===== src/rtl/agu_pkg.sv =====
package agu_pkg;

   // memory address and iteration count width
   localparam int ADDR_W = 10;

   // period, duty and delay counters
   localparam int PERIOD_W = 6;

   // memory word
   localparam int DATA_W = 16;

   // one config write carries the widest field
   localparam int CFG_DATA_W = ADDR_W;

   // config field select, same code for both ports
   typedef enum logic [2:0] {
      CFG_ITER   = 3'd0,   // number of periods
      CFG_PERIOD = 3'd1,   // cycles per period
      CFG_DUTY   = 3'd2,   // enabled cycles per period
      CFG_DELAY  = 3'd3,   // wait before first period
      CFG_START  = 3'd4,   // first address
      CFG_SHIFT  = 3'd5,   // signed jump at period wrap
      CFG_INCR   = 3'd6    // signed step per enabled cycle
   } cfg_field_e;

   // address generator states
   typedef enum logic {
      AGU_IDLE = 1'b0,
      AGU_RUN  = 1'b1
   } agu_state_e;

endpackage


===== src/rtl/agu_conf_regs.sv =====
module agu_conf_regs (
   input  logic                                 clk,
   input  logic                                 rst,
   input  logic                                 cfg_we,
   input  logic                                 cfg_port,   // 0 read gen, 1 write gen
   input  agu_pkg::cfg_field_e                  cfg_field,
   input  logic        [agu_pkg::CFG_DATA_W-1:0] cfg_data,

   // read generator
   output logic        [agu_pkg::ADDR_W-1:0]     iterations_a,
   output logic        [agu_pkg::PERIOD_W-1:0]   period_a,
   output logic        [agu_pkg::PERIOD_W-1:0]   duty_a,
   output logic        [agu_pkg::PERIOD_W-1:0]   delay_a,
   output logic        [agu_pkg::ADDR_W-1:0]     start_a,
   output logic signed [agu_pkg::ADDR_W-1:0]     shift_a,
   output logic signed [agu_pkg::ADDR_W-1:0]     incr_a,

   // write generator
   output logic        [agu_pkg::ADDR_W-1:0]     iterations_b,
   output logic        [agu_pkg::PERIOD_W-1:0]   period_b,
   output logic        [agu_pkg::PERIOD_W-1:0]   duty_b,
   output logic        [agu_pkg::PERIOD_W-1:0]   delay_b,
   output logic        [agu_pkg::ADDR_W-1:0]     start_b,
   output logic signed [agu_pkg::ADDR_W-1:0]     shift_b,
   output logic signed [agu_pkg::ADDR_W-1:0]     incr_b
);

   import agu_pkg::*;

   logic [6:0] we_a;   // one bit per field, indexed by cfg_field
   logic [6:0] we_b;

   always_comb begin
      we_a = '0;
      we_b = '0;
      if (cfg_we) begin
         if (cfg_port)
            we_b[cfg_field] = 1'b1;
         else
            we_a[cfg_field] = 1'b1;
      end
   end

   // port a fields
   always_ff @(posedge clk) begin
      if (rst) begin
         iterations_a <= '0;
         period_a     <= '0;
         duty_a       <= '0;
         delay_a      <= '0;
         start_a      <= '0;
         shift_a      <= '0;
         incr_a       <= '0;
      end else begin
         if (we_a[CFG_ITER])   iterations_a <= cfg_data[ADDR_W-1:0];
         if (we_a[CFG_PERIOD]) period_a     <= cfg_data[PERIOD_W-1:0];
         if (we_a[CFG_DUTY])   duty_a       <= cfg_data[PERIOD_W-1:0];
         if (we_a[CFG_DELAY])  delay_a      <= cfg_data[PERIOD_W-1:0];
         if (we_a[CFG_START])  start_a      <= cfg_data[ADDR_W-1:0];
         if (we_a[CFG_SHIFT])  shift_a      <= signed'(cfg_data[ADDR_W-1:0]);
         if (we_a[CFG_INCR])   incr_a       <= signed'(cfg_data[ADDR_W-1:0]);
      end
   end

   // port b fields
   always_ff @(posedge clk) begin
      if (rst) begin
         iterations_b <= '0;
         period_b     <= '0;
         duty_b       <= '0;
         delay_b      <= '0;
         start_b      <= '0;
         shift_b      <= '0;
         incr_b       <= '0;
      end else begin
         if (we_b[CFG_ITER])   iterations_b <= cfg_data[ADDR_W-1:0];
         if (we_b[CFG_PERIOD]) period_b     <= cfg_data[PERIOD_W-1:0];
         if (we_b[CFG_DUTY])   duty_b       <= cfg_data[PERIOD_W-1:0];
         if (we_b[CFG_DELAY])  delay_b      <= cfg_data[PERIOD_W-1:0];
         if (we_b[CFG_START])  start_b      <= cfg_data[ADDR_W-1:0];
         if (we_b[CFG_SHIFT])  shift_b      <= signed'(cfg_data[ADDR_W-1:0]);
         if (we_b[CFG_INCR])   incr_b       <= signed'(cfg_data[ADDR_W-1:0]);
      end
   end

endmodule


===== config.mk =====
export PLATFORM = sky130hd
export DESIGN_NAME = agu_conf_regs
export DESIGN_NICKNAME = d
export VERILOG_FILES = /design/src/rtl/agu_pkg.sv /design/src/rtl/agu_conf_regs.sv
export SDC_FILE = /design/constraint.sdc
export NUM_CORES = 1
export LEC_CHECK = 0
export ABC_CLOCK_PERIOD_IN_PS = 2700
export BUFFER_PORTS_ARGS = -buffer_cell sky130_fd_sc_hd__buf_2
export CORE_UTILIZATION = 55
export CTS_CLUSTER_DIAMETER = 200
export DETAILED_ROUTE_END_ITERATION = 16
export PLACE_DENSITY = 0.84
export SKIP_LAST_GASP = 1
export SLEW_MARGIN = 15
export SYNTH_ARGS = -nofsm -noshare
export SYNTH_HDL_FRONTEND = slang
export SYNTH_SLANG_ARGS = --single-unit

===== constraint.sdc =====
create_clock -name clk -period 2.7 [get_ports clk]
set_input_delay 0.54 -clock clk [delete_from_list [all_inputs] [get_ports clk]]
set_output_delay 0.54 -clock clk [all_outputs]
set_load 0.03 [all_outputs]

Word level (Yosys, flattened, before mapping)
Cells that the tools add are included.
Widths: inputs -> output; s select.
- register bits after elaboration: 116
- output and inout bits: 116
- word-level logic and storage cells: 23
- order comparisons: 2
- mux-type cells: 6
- reductions and logical operators: 1
- operator list (kind ; number):
    $mux 7 ; 4
    $lt 3x4->1 const B ; 1
    $demux 1 s3 ; 1
    $ge 3x1->1 const B ; 1
    $logic_and 1x1->1 ; 1
    $mux 1 ; 1

Logic depth before layout (Yosys ltp)
- word-level depth: 6
- depth in mapped cells: 5
- depth with buffers taken out: 3

Least setup slack after synthesis
Ideal clock, no wire load.
- kind: input -> register
- from: input cfg_port
- to: register incr_a[1] (netlist bit)
- arrival: 1209 ps
- required time: 2568 ps
- path slack: 1359 ps
- cell stages on the path: 4
- cells stage by stage: nor3b_4 nand3_1 buf_4 mux2i_1
- word-level cells in the longest chain between the ends: 2
- RTL lines (item ; line ; RTL):
    from (decl) ; agu_conf_regs.sv:5 ; input logic cfg_port,
    $mux 7 ; agu_conf_regs.sv:37 ; if (cfg_port)
    $mux 7 ; agu_conf_regs.sv:36 ; if (cfg_we) begin
    to (signal assigned) ; agu_conf_regs.sv:61 ; if (we_a[CFG_INCR]) incr_a <= signed'(cfg_data[ADDR_W-1:0]);
    to (decl) ; agu_conf_regs.sv:16 ; output logic signed [agu_pkg::ADDR_W-1:0] incr_a,
Every way passes these cells.
A chain may end at the register's enable or synchronous reset.

Final worst setup path
- from: register start_b[1] (netlist bit)
- to: output start_b[1] (netlist bit)
- RTL lines (item ; line ; RTL):
    from (decl) ; agu_conf_regs.sv:23 ; output logic [agu_pkg::ADDR_W-1:0] start_b,
    from (signal assigned) ; agu_conf_regs.sv:80 ; if (we_b[CFG_START]) start_b <= cfg_data[ADDR_W-1:0];
No word-level cell between the ends.

==> out/summary.txt <==
post-layout min period -> 1630 ps
Setup CP Type -> flop to primary output
crit-path leading delay family -> flip-flops
CP startpoint kind -> flop
Area growth syn-to-layout -> 27.0%
Post-synth EDFFs -> 0
I/O Pins -> 133
async set-reset flop share out of synthesis -> 0%
max-slew violations -> 0
Syn Area/Cell -> 11.2 um^2
Hold Buf Count CTS -> 0
Net count, final -> 554
WHS Path Cells -> 2
gr ovfl total -> 0
max_cap viols -> 0
global-route wire length before repair -> 17300 um
Hold Path Class -> flop to flop
total number of vias -> 3299
Hold Startpoint -> start_a[6]$_SDFFE_PP0P_
Starting Density -> 56.4%
RSZ-0062 raised after global routing -> no
placed insts -> 623
vias in the first global route -> 3310
gr usage total -> 26.6%
PortBufs -> 132
Synth top area share -> 50.4%
Static Leakage -> 0.00328 uW
Worst Path Max Fanout -> 2
fin crit share -> 60.3%
CTS tree -> done
Max stage delay on crit path -> 370 ps
Crit. End Element -> primary output
initial antenna violation count -> 0
leading cell type in the layout, fill and taps excluded -> buf_2
register area share after synthesis -> 50.4%
detailed-route DRC error count -> 0
Hold Path Sink -> start_a[6]$_SDFFE_PP0P_
Detailed Routing Iterations Pass 1 -> 4
total die area -> 0.00875 mm^2
total wire length -> 11000 um
pin count of the biggest net entering global routing -> 43
crit path cell chain -> buf_2
CP arrival -> 1090 ps
Clock transition at path regs -> 50 ps
filler-free cell count of the finished design -> 655
Synth Flop Type -> dfxtp_1
RR Endpoint -> incr_b[1]$_SDFFE_PP0P_
worst IR drop on VDD -> 404 uV
Max-Slew Margin vs Limit -> 50.7%
Mapped Area -> 0.00461 mm^2
final setup fails -> 0
Layout Skew -> 0 ps
clk sink count -> 116
Least-Margin Pin Slew -> 739 ps
setup bufs post-CTS -> 0
yosys warns -> 0
Worst-Skew Late Latency -> 500 ps
CP required -> 2160 ps
worst flop-to-flop path startpoint -> incr_b[1]$_SDFFE_PP0P_
Netlist cell types -> 20
r2r setup slk -> 2040 ps
r2r worst-path depth -> 2
Row Count -> 33
CTS buffer count -> 17
Initial DRC Count -> 101
leading area contributor after synthesis -> dfxtp_1
core area -> 0.00818 mm^2
Cells after Synth -> 413
slowest CP cell -> dfxtp_1
Die Wd -> 93.5 um
post-CTS resize count -> 0
f_max -> 0.615 GHz
power per cell area -> 700 mW/mm^2
WL per Instance -> 16.8 um
status -> completed
most frequent cells in the layout -> buf_2 (132), nand2b_1 (126), mux2i_1 (116), dfxtp_1 (116), clkbuf_16 (16)
Post-DRT Antenna Nets -> 0
Final Hold Vio Count -> 0
leading post-synthesis cells by cell area -> dfxtp_1 (50%), mux2i_1 (25%), nand2b_1 (17%)
root buf cell -> clkbuf_8
fraction of layout cells with a size suffix above 1 -> 32.9%
Diodes inserted -> 0
DR vias/cell -> 5.04
syn_nets -> 430
hpwl dp -> 7210 um
routability cong. -> 0.813
Synth Register Bits -> 116
H-tree levels -> 4
CP Buf/Inv Count -> 1
CTS Buffer Depth -> 2
final setup TNS -> 0 ps
DIE HEIGHT -> 93.5 um
==> layer usage <==
layer,GRT usage (%),share of wire [%]
met3,6.99,5.0
met5,0,0
met2,45.5,49
met1,32.2,44
met4,9.74,1.9
==> metrics by stage <==
stage,cell area (um^2),hold WS (ps),util (%),worst slack (ps),total power [uW]
2_1_floorplan,4610,596,-,1360,1950
3_3_place_gp,5280,458,64.6,783,2010
3_5_place_dp,5280,464,64.6,703,2020
4_1_cts,5850,475,71.6,1070,4120
5_1_grt,5850,492,71.6,1040,4220
6_report,5850,470,71.6,1070,4100
==> kinds of logic after synthesis <==
family / share of synthesized area, %
simple gates: 21.0
buf+inv: 3.34
mux: 25.2
flops: 50.4
==> worst register-to-register path: cells and delay by family (launching register included) <==
kind | cells | cell delay (ps)
flip-flops | 1 | 340
multiplexers | 1 | 160
AND/OR/NAND/NOR | 1 | 80
==> flip-flops by register name (all words and copies together), names as in the netlist, 10 cells and up <==
name and cells:
incr_a 10, incr_b 10, iterations_a 10, iterations_b 10, shift_a 10, shift_b 10
start_a 10, start_b 10
==> power breakdown <==
group | internal [uW] | total (uW) | switching [uW]
Clock | 1370 | 2110 | 738
Sequential | 1740 | 1750 | 12.4
Combinational | 85.1 | 236 | 151
==> synth_stat cells (all sizes together), types with 2 or more instances <==
cell / instances
nand2: 12
and2: 2
nand2b: 126
nor2b: 2
nand3: 2
dfxtp: 116
and3b: 2
mux2i: 116
buf: 14
clkbuf: 18
==> final cells by class <==
type	instances	area (um^2)
clock buffers	22	463
clock inverters	10	105
fillers	598	2320
multi-input cells	265	2130
flip-flops and latches	116	2320
well taps	105	131
repair buffers	137	698
==> worst max-delay path by stage <==
stage | startpoint | end | slack [ps] | cells after the start
finish | start_b[1]$_SDFFE_PP0P_ | start_b[1] | 1070 | 1
global route | start_b[1]$_SDFFE_PP0P_ | start_b[1] | 1040 | 1
CTS | start_b[1]$_SDFFE_PP0P_ | start_b[1] | 1070 | 1
detailed placement | rst | incr_b[1]$_SDFFE_PP0P_ | 700 | 3
global placement | rst | start_a[0]$_SDFFE_PP0P_ | 780 | 3
floorplan | cfg_port | incr_a[1]$_SDFFE_PP0P_ | 1360 | 4
Power figures use the tool's default switching activity.
