--- src/rtl/agu_pkg.sv ---
package agu_pkg;

   // memory address and iteration count width
   localparam int ADDR_W = 10;

   // period, duty and delay counters
   localparam int PERIOD_W = 6;

   // memory word
   localparam int DATA_W = 16;

   // one config write carries the widest field
   localparam int CFG_DATA_W = ADDR_W;

   // config field select, same code for both ports
   typedef enum logic [2:0] {
      CFG_ITER   = 3'd0,   // number of periods
      CFG_PERIOD = 3'd1,   // cycles per period
      CFG_DUTY   = 3'd2,   // enabled cycles per period
      CFG_DELAY  = 3'd3,   // wait before first period
      CFG_START  = 3'd4,   // first address
      CFG_SHIFT  = 3'd5,   // signed jump at period wrap
      CFG_INCR   = 3'd6    // signed step per enabled cycle
   } cfg_field_e;

   // address generator states
   typedef enum logic {
      AGU_IDLE = 1'b0,
      AGU_RUN  = 1'b1
   } agu_state_e;

endpackage

--- src/rtl/addr_gen.sv ---
module addr_gen (
   input  logic                              clk,
   input  logic                              rst,
   input  logic                              init,
   input  logic                              run,

   input  logic        [agu_pkg::ADDR_W-1:0]   iterations,
   input  logic        [agu_pkg::PERIOD_W-1:0] period,
   input  logic        [agu_pkg::PERIOD_W-1:0] duty,
   input  logic        [agu_pkg::PERIOD_W-1:0] delay,
   input  logic        [agu_pkg::ADDR_W-1:0]   start,
   input  logic signed [agu_pkg::ADDR_W-1:0]   shift,
   input  logic signed [agu_pkg::ADDR_W-1:0]   incr,

   output logic        [agu_pkg::ADDR_W-1:0]   addr,
   output logic                              mem_en,
   output logic                              done
);

   import agu_pkg::*;

   agu_state_e state, state_nxt;

   logic signed [PERIOD_W:0] per_cnt, per_cnt_nxt;   // counts up through zero after delay
   logic signed [PERIOD_W:0] period_int, duty_int, delay_int;

   logic [ADDR_W-1:0] iter, iter_nxt;   // current period, 1-based
   logic [ADDR_W-1:0] addr_nxt;
   logic              mem_en_nxt;
   logic              done_nxt;

   logic per_wrap;
   logic last_iter;

   assign period_int = signed'({1'b0, period});
   assign duty_int   = signed'({1'b0, duty});
   assign delay_int  = signed'({1'b0, delay});

   assign per_wrap  = (per_cnt == period_int);
   assign last_iter = (iter == iterations);

   always_comb begin
      state_nxt   = state;
      done_nxt    = done;
      mem_en_nxt  = mem_en;
      per_cnt_nxt = per_cnt;
      addr_nxt    = addr;
      iter_nxt    = iter;

      if (state == AGU_IDLE) begin
         if (init) begin
            per_cnt_nxt = (PERIOD_W+1)'(1) - delay_int;
            addr_nxt    = start;
            iter_nxt    = ADDR_W'(1);
         end

         if (run) begin
            state_nxt = AGU_RUN;
            done_nxt  = 1'b0;
            if (delay == '0)
               mem_en_nxt = 1'b1;   // no wait, first burst starts now
         end
      end else begin
         // enable at end of delay or at a wrap into another period
         if (per_cnt == '0 || (per_wrap && !last_iter))
            mem_en_nxt = 1'b1;

         // end of burst, unless bursts run back to back
         if (per_cnt == duty_int && (period != duty || last_iter))
            mem_en_nxt = 1'b0;

         if (per_wrap) begin
            per_cnt_nxt = (PERIOD_W+1)'(1);
            iter_nxt    = iter + ADDR_W'(1);
         end else begin
            per_cnt_nxt = per_cnt + (PERIOD_W+1)'(1);
         end

         if (mem_en)
            addr_nxt = addr + incr;

         if (per_wrap)
            addr_nxt = addr + incr + shift;

         // hold the last burst address until the wrap
         if (mem_en && per_cnt == duty_int && period != duty)
            addr_nxt = addr;

         if (last_iter && per_wrap) begin
            state_nxt = AGU_IDLE;
            done_nxt  = 1'b1;
         end
      end
   end

   always_ff @(posedge clk) begin
      if (rst) begin
         state   <= AGU_IDLE;
         mem_en  <= 1'b0;
         done    <= 1'b1;
         addr    <= '0;
         per_cnt <= '0;
         iter    <= '0;
      end else begin
         state   <= state_nxt;
         mem_en  <= mem_en_nxt;
         done    <= done_nxt;
         addr    <= addr_nxt;
         per_cnt <= per_cnt_nxt;
         iter    <= iter_nxt;
      end
   end

endmodule

--- config.mk ---
export PLATFORM = sky130hd
export DESIGN_NAME = addr_gen
export DESIGN_NICKNAME = d
export VERILOG_FILES = /design/src/rtl/agu_pkg.sv /design/src/rtl/addr_gen.sv
export SDC_FILE = /design/constraint.sdc
export NUM_CORES = 1
export LEC_CHECK = 0
export ABC_AREA = 1
export BUFFER_PORTS_ARGS = -buffer_cell sky130_fd_sc_hd__clkbuf_2
export CAP_MARGIN = 30
export CORE_MARGIN = 2
export CORE_UTILIZATION = 36
export CTS_CLUSTER_DIAMETER = 120
export DETAILED_ROUTE_END_ITERATION = 12
export GPL_ROUTABILITY_DRIVEN = 0
export PLACE_DENSITY = 0.63
export SYNTH_ARGS = -nofsm -noshare
export SYNTH_HDL_FRONTEND = slang
export SYNTH_SLANG_ARGS = --single-unit
--- constraint.sdc ---
create_clock -name clk -period 4.15 [get_ports clk]
set_input_delay 0.83 -clock clk [delete_from_list [all_inputs] [get_ports clk]]
set_output_delay 0.83 -clock clk [all_outputs]
set_load 0.02 [all_outputs]
### Word-level counts from Yosys, hierarchy flattened

Cells that the tools add are included.

* bits in registers: 30
* bits of input ports: 62
* output and inout port bits: 12
* logic and storage cells: 59

* $add $sub $neg: 5
* equal/unequal tests: 9
* multiplexer cells: 22
* reduce and logical (&&, ||, !) cells: 17

Operators with widths (number)
* $mux 10: 8
* $mux 7: 3
* $add 10x10->10: 2
* $eq 7x7->1: 2
* $mux 1: 11
* $add 10x1->10 const B: 1
* $eq 10x10->1: 1
* $add 7x2->7 const B: 1
* $logic_not 7->1: 1
* $sub 1x6->7 const A: 1
* $logic_not 6->1: 1
* $ne 6x6->1: 1
* $reduce_and 3->1: 2
* $reduce_bool 2->1: 3
* $logic_and 1x1->1: 5
* $ne 2x1->1 const B: 2
* $reduce_and 2->1: 2
* $ne 3x1->1 const B: 1
* $ne 3x2->1 const B: 1
* $logic_or 1x1->1: 2
* $ne 2x2->1 const B: 1
* $logic_not 1->1: 1

### Logic depth before layout (Yosys ltp)

* word-level depth: 7
* gate-level depth with buffers: 19
* depth with buffers taken out: 19

### Least setup slack after synthesis

No wires, ideal clock.

* path type: input to register
* from: input port incr[0] (netlist name)
* to: register addr[9] (netlist name)
* setup time: 0.135 ns
* arrival: 3.055 ns
* required time: 4.015 ns
* slack: 0.960 ns
* cell stages on the path: 17
* buffers on the path: 0
* path through: ha_1 > fa_1 > nand3_1 > nand2_1 > a21oi_1 > xor2_1 > inv_1 > ha_1 > nand2_1 > nor2_1 > nand3_1 > nand4_1 > nand3_1 > nand2_1 > nand3_1 > nand2_1 > a21oi_1

* cells in the longest elaborated chain, start to end: 5
* elaborated cells on any way between the ends: 6
* classes of those cells: add/sub (2); mux (4)

Ends and longest elaborated chain
* start: declaration: RTL line addr_gen.sv:13 `input logic signed [agu_pkg::ADDR_W-1:0] incr,`
* $add 10x10->10 *: RTL line addr_gen.sv:80, addr_gen.sv:83
* $add 10x10->10 / $mux 10 (equally long branches): RTL line addr_gen.sv:83, addr_gen.sv:79
* $mux 10 *: RTL line addr_gen.sv:82 `if (per_wrap)`
* $mux 10 *: RTL line addr_gen.sv:86 `if (mem_en && per_cnt == duty_int && period != duty)`
* $mux 10 *: RTL line addr_gen.sv:50 `if (state == AGU_IDLE) begin`
* end signal: assignment: RTL line addr_gen.sv:108 `addr <= addr_nxt;`
* end: declaration: RTL line addr_gen.sv:15 `output logic [agu_pkg::ADDR_W-1:0] addr,`

Every way passes the cells marked *; elsewhere a longest branch is shown, timed or not. The select of a mux whose other input is x is not followed.
A chain may end at the register's enable or synchronous reset.

### Final worst setup path

Ends and elaborated chain as after synthesis.

==> impl_metrics.env <==
export IMPL_outcome="finished, final reports clean"
export IMPL_vias=3303
export IMPL_drc_errors=0
export IMPL_start_util_pct=37.2
export IMPL_ctsHoldBuffers=0
export IMPL_critPathKind="in2reg"
export IMPL_viasPerCell=5.01
export IMPL_first_iter_violations=254
export IMPL_clock_skew_ps=6.21
export IMPL_fillers=916
export IMPL_cts_repair_resized=0
export IMPL_cts_setup_buffers=0
export IMPL_p_switching_w=0.000458
export IMPL_diodes=0
export IMPL_required_ps=4370
export IMPL_worstPathArrival_ps=3470
export IMPL_ant_nets=0
export IMPL_drv_slew=0
export IMPL_grt_busiest_layer="met2"
export IMPL_tightest_slew_ps=613
export IMPL_clock_sinks=30
export IMPL_cts_tree="done"
export IMPL_track_usage_pct=19.0
export IMPL_dp_cells=652
export IMPL_ys_warn_count=0
export IMPL_pwr_share_comb_pct=44.6
export IMPL_rsz0062_at_grt="false"
export IMPL_path_clk_slew_ps=70
export IMPL_wirelength_um=8610
export IMPL_cts_buffers=5
export IMPL_num_rows=33
export IMPL_dp_hpwl_um=7030
export IMPL_maxCapViolCount=0
export IMPL_clk_latency_ps=290
export IMPL_port_buffers=73
export IMPL_cts_buffer_depth=2
export IMPL_seqPwrFrac_pct=28.7
export IMPL_die_width_um=96.4
export IMPL_grtUsageMet3_pct=3.03
export IMPL_grt_pass1_wl_um=13700
export IMPL_finalSetupViolCount=0
export IMPL_netlist_area_um2=3070
export IMPL_grt_overflow_total=0
export IMPL_use_met1_pct=25.8
export IMPL_synth_cell_types=42
export IMPL_grtUsageMet2_pct=30.9
export IMPL_drtPass1Iterations=4
export IMPL_antenna_found_initial=0
export IMPL_cts_max_level=2
export IMPL_max_clock_freq_mhz=308
export IMPL_switching_share_pct=39.5
export IMPL_grt_pass1_vias=2912
export IMPL_p_int_w=0.000702
export IMPL_wl_per_cell_um=13.1
export IMPL_grt_max_degree=19
export IMPL_multi_input_area_um2=2200
export IMPL_nets=640
export IMPL_die_height_um=96.4
export IMPL_ys_ff_latch=30
export IMPL_synth_nets=568
export IMPL_cp_start_kind="input pin"
export IMPL_critPathCaptureType="flop"
export IMPL_fin_cells=659
export IMPL_yosysSeqAreaShare_pct=19.5
export IMPL_min_period_ps=3240
export IMPL_powerDensity_nw_per_um2=319
export IMPL_syn_to_final_growth_pct=18.2
export IMPL_drive_above_1_share_pct=20.2
export IMPL_crit_fanout=4
export IMPL_hp_class="reg2reg"
export IMPL_fp_coreArea_um2=8260
export IMPL_leakage_nw=1.80
export IMPL_hold_viol_final=0
export IMPL_slew_headroom_pct=58.8
export IMPL_die_area_um2=9290
export IMPL_r2r_setup_slack_ps=1220
export IMPL_tns_ps=0
export IMPL_synthCells=482
export IMPL_finalCritPeriodShare_pct=78.1
export IMPL_pwr_share_clk_pct=26.7
export IMPL_num_io_pins=74
export IMPL_seq_area_um2=601
export IMPL_cts_root_buf="clkbuf_8"
export IMPL_syn_area_per_cell_um2=6.38
export IMPL_ir_drop_v=0.000129
## per-stage QoR
step                      hold slack [ps]  setup WS (ps)  cell area [um^2]  total power, W  util [%]
after global placement                490            704              3520        0.000844      42.7
after detailed placement              494            628              3520        0.000850      42.7
after CTS                             504            913              3630         0.00116      44.0
after global routing                  530            587              3630         0.00125      44.0
after floorplan                       478            960              3070        0.000717         -
final                                 504            907              3630         0.00116      44.0
## kinds of logic after synthesis
| kind of cell | share of synthesized area (%) |
|---|---|
| simple gates | 38.3 |
| fa+ha+maj | 10.3 |
| xor+xnor | 9.97 |
| compound gates | 13.0 |
| flops | 19.5 |
| buf+inv | 8.95 |
## flip-flops by register name, summed over array words and instances (netlist names)
name     cells
addr        10
done         1
iter        10
mem_en       1
per_cnt      7
state        1
## cells in the final DEF, fill, tap and decap left out, drive strengths merged, types with 2 or more instances in the layout
cell type	n
nand3b	3
nor2	54
nand3	38
ha	22
o211ai	2
and2	3
o21ai	23
clkbuf	79
inv	55
xnor2	11
dfxtp	30
clkinv	2
xor2	24
o21bai	2
or2	9
a21oi	29
a21o	2
nor3	11
nand4	7
a221oi	5
nand2	132
a31oi	4
fa	2
## cells in the mapped netlist (all sizes together)
cell type | number | area, um^2
a21o | 2 | 15.0
a21oi | 29 | 153
a221oi | 5 | 43.8
a31o | 1 | 8.76
a31oi | 4 | 25.0
and2 | 3 | 18.8
buf | 6 | 45.0
clkbuf | 3 | 11.3
clkinv | 2 | 12.5
dfxtp | 30 | 601
fa | 2 | 40.0
ha | 22 | 275
inv | 55 | 206
nand2 | 132 | 510
nand3 | 38 | 243
nand3b | 3 | 22.5
nand4 | 7 | 43.8
nor2 | 54 | 215
nor3 | 11 | 60.1
nor4 | 1 | 6.26
o211ai | 2 | 15.0
o21ai | 23 | 119
o21bai | 2 | 15.0
o22ai | 1 | 6.26
or2 | 9 | 56.3
xnor2 | 11 | 96.3
xor2 | 24 | 210
## per-layer routing
layer	vias up	wire, um	part of all wire, %
met3	13	479	5.6
met4	0	166	1.9
met1	1492	4000	46
met2	82	3960	46
met5	-	0	0
li1	1716	-	-
## power by group through the flow
stage / sequential [W] / clock, W / combinational [W]
after floorplan: 0.000347 / 0 / 0.000370
after global placement: 0.000339 / 0 / 0.000506
after detailed placement: 0.000339 / 0 / 0.000511
after CTS: 0.000332 / 0.000313 / 0.000514
after global routing: 0.000336 / 0.000331 / 0.000585
final: 0.000333 / 0.000310 / 0.000517
## worst max-delay path, cell delays in order
cell	delay, ps
clkbuf_2	90
ha_1	240
fa_1	430
nand3_1	110
nand2_1	100
a21oi_1	170
xor2_1	190
inv_1	60
ha_1	330
nand2_1	100
nor2_1	160
nand3_1	120
nand3_1	110
nand2_1	60
nand3_1	70
nand2_1	60
nand3_1	70
nand2_1	50
a21oi_1	110
## final cells by class
type | count | share of cell area [%]
tap | 105 | 3.61
clock inverter | 1 | 0.826
clock buffer | 6 | 2.27
timing repair buffer | 74 | 10.3
inverter | 57 | 6.02
multi-input combinational | 386 | 60.5
sequential | 30 | 16.5
## worst paths after layout
check / cells after the start / end / from
worst min-delay path: 2 / addr[7] / addr[7]
worst min register to register: 2 / addr[7] / addr[7]
worst max register to register: 18 / addr[9] / addr[0]
worst max-delay path: 19 / addr[9] / incr[0]
Power figures use the tool's default switching activity.
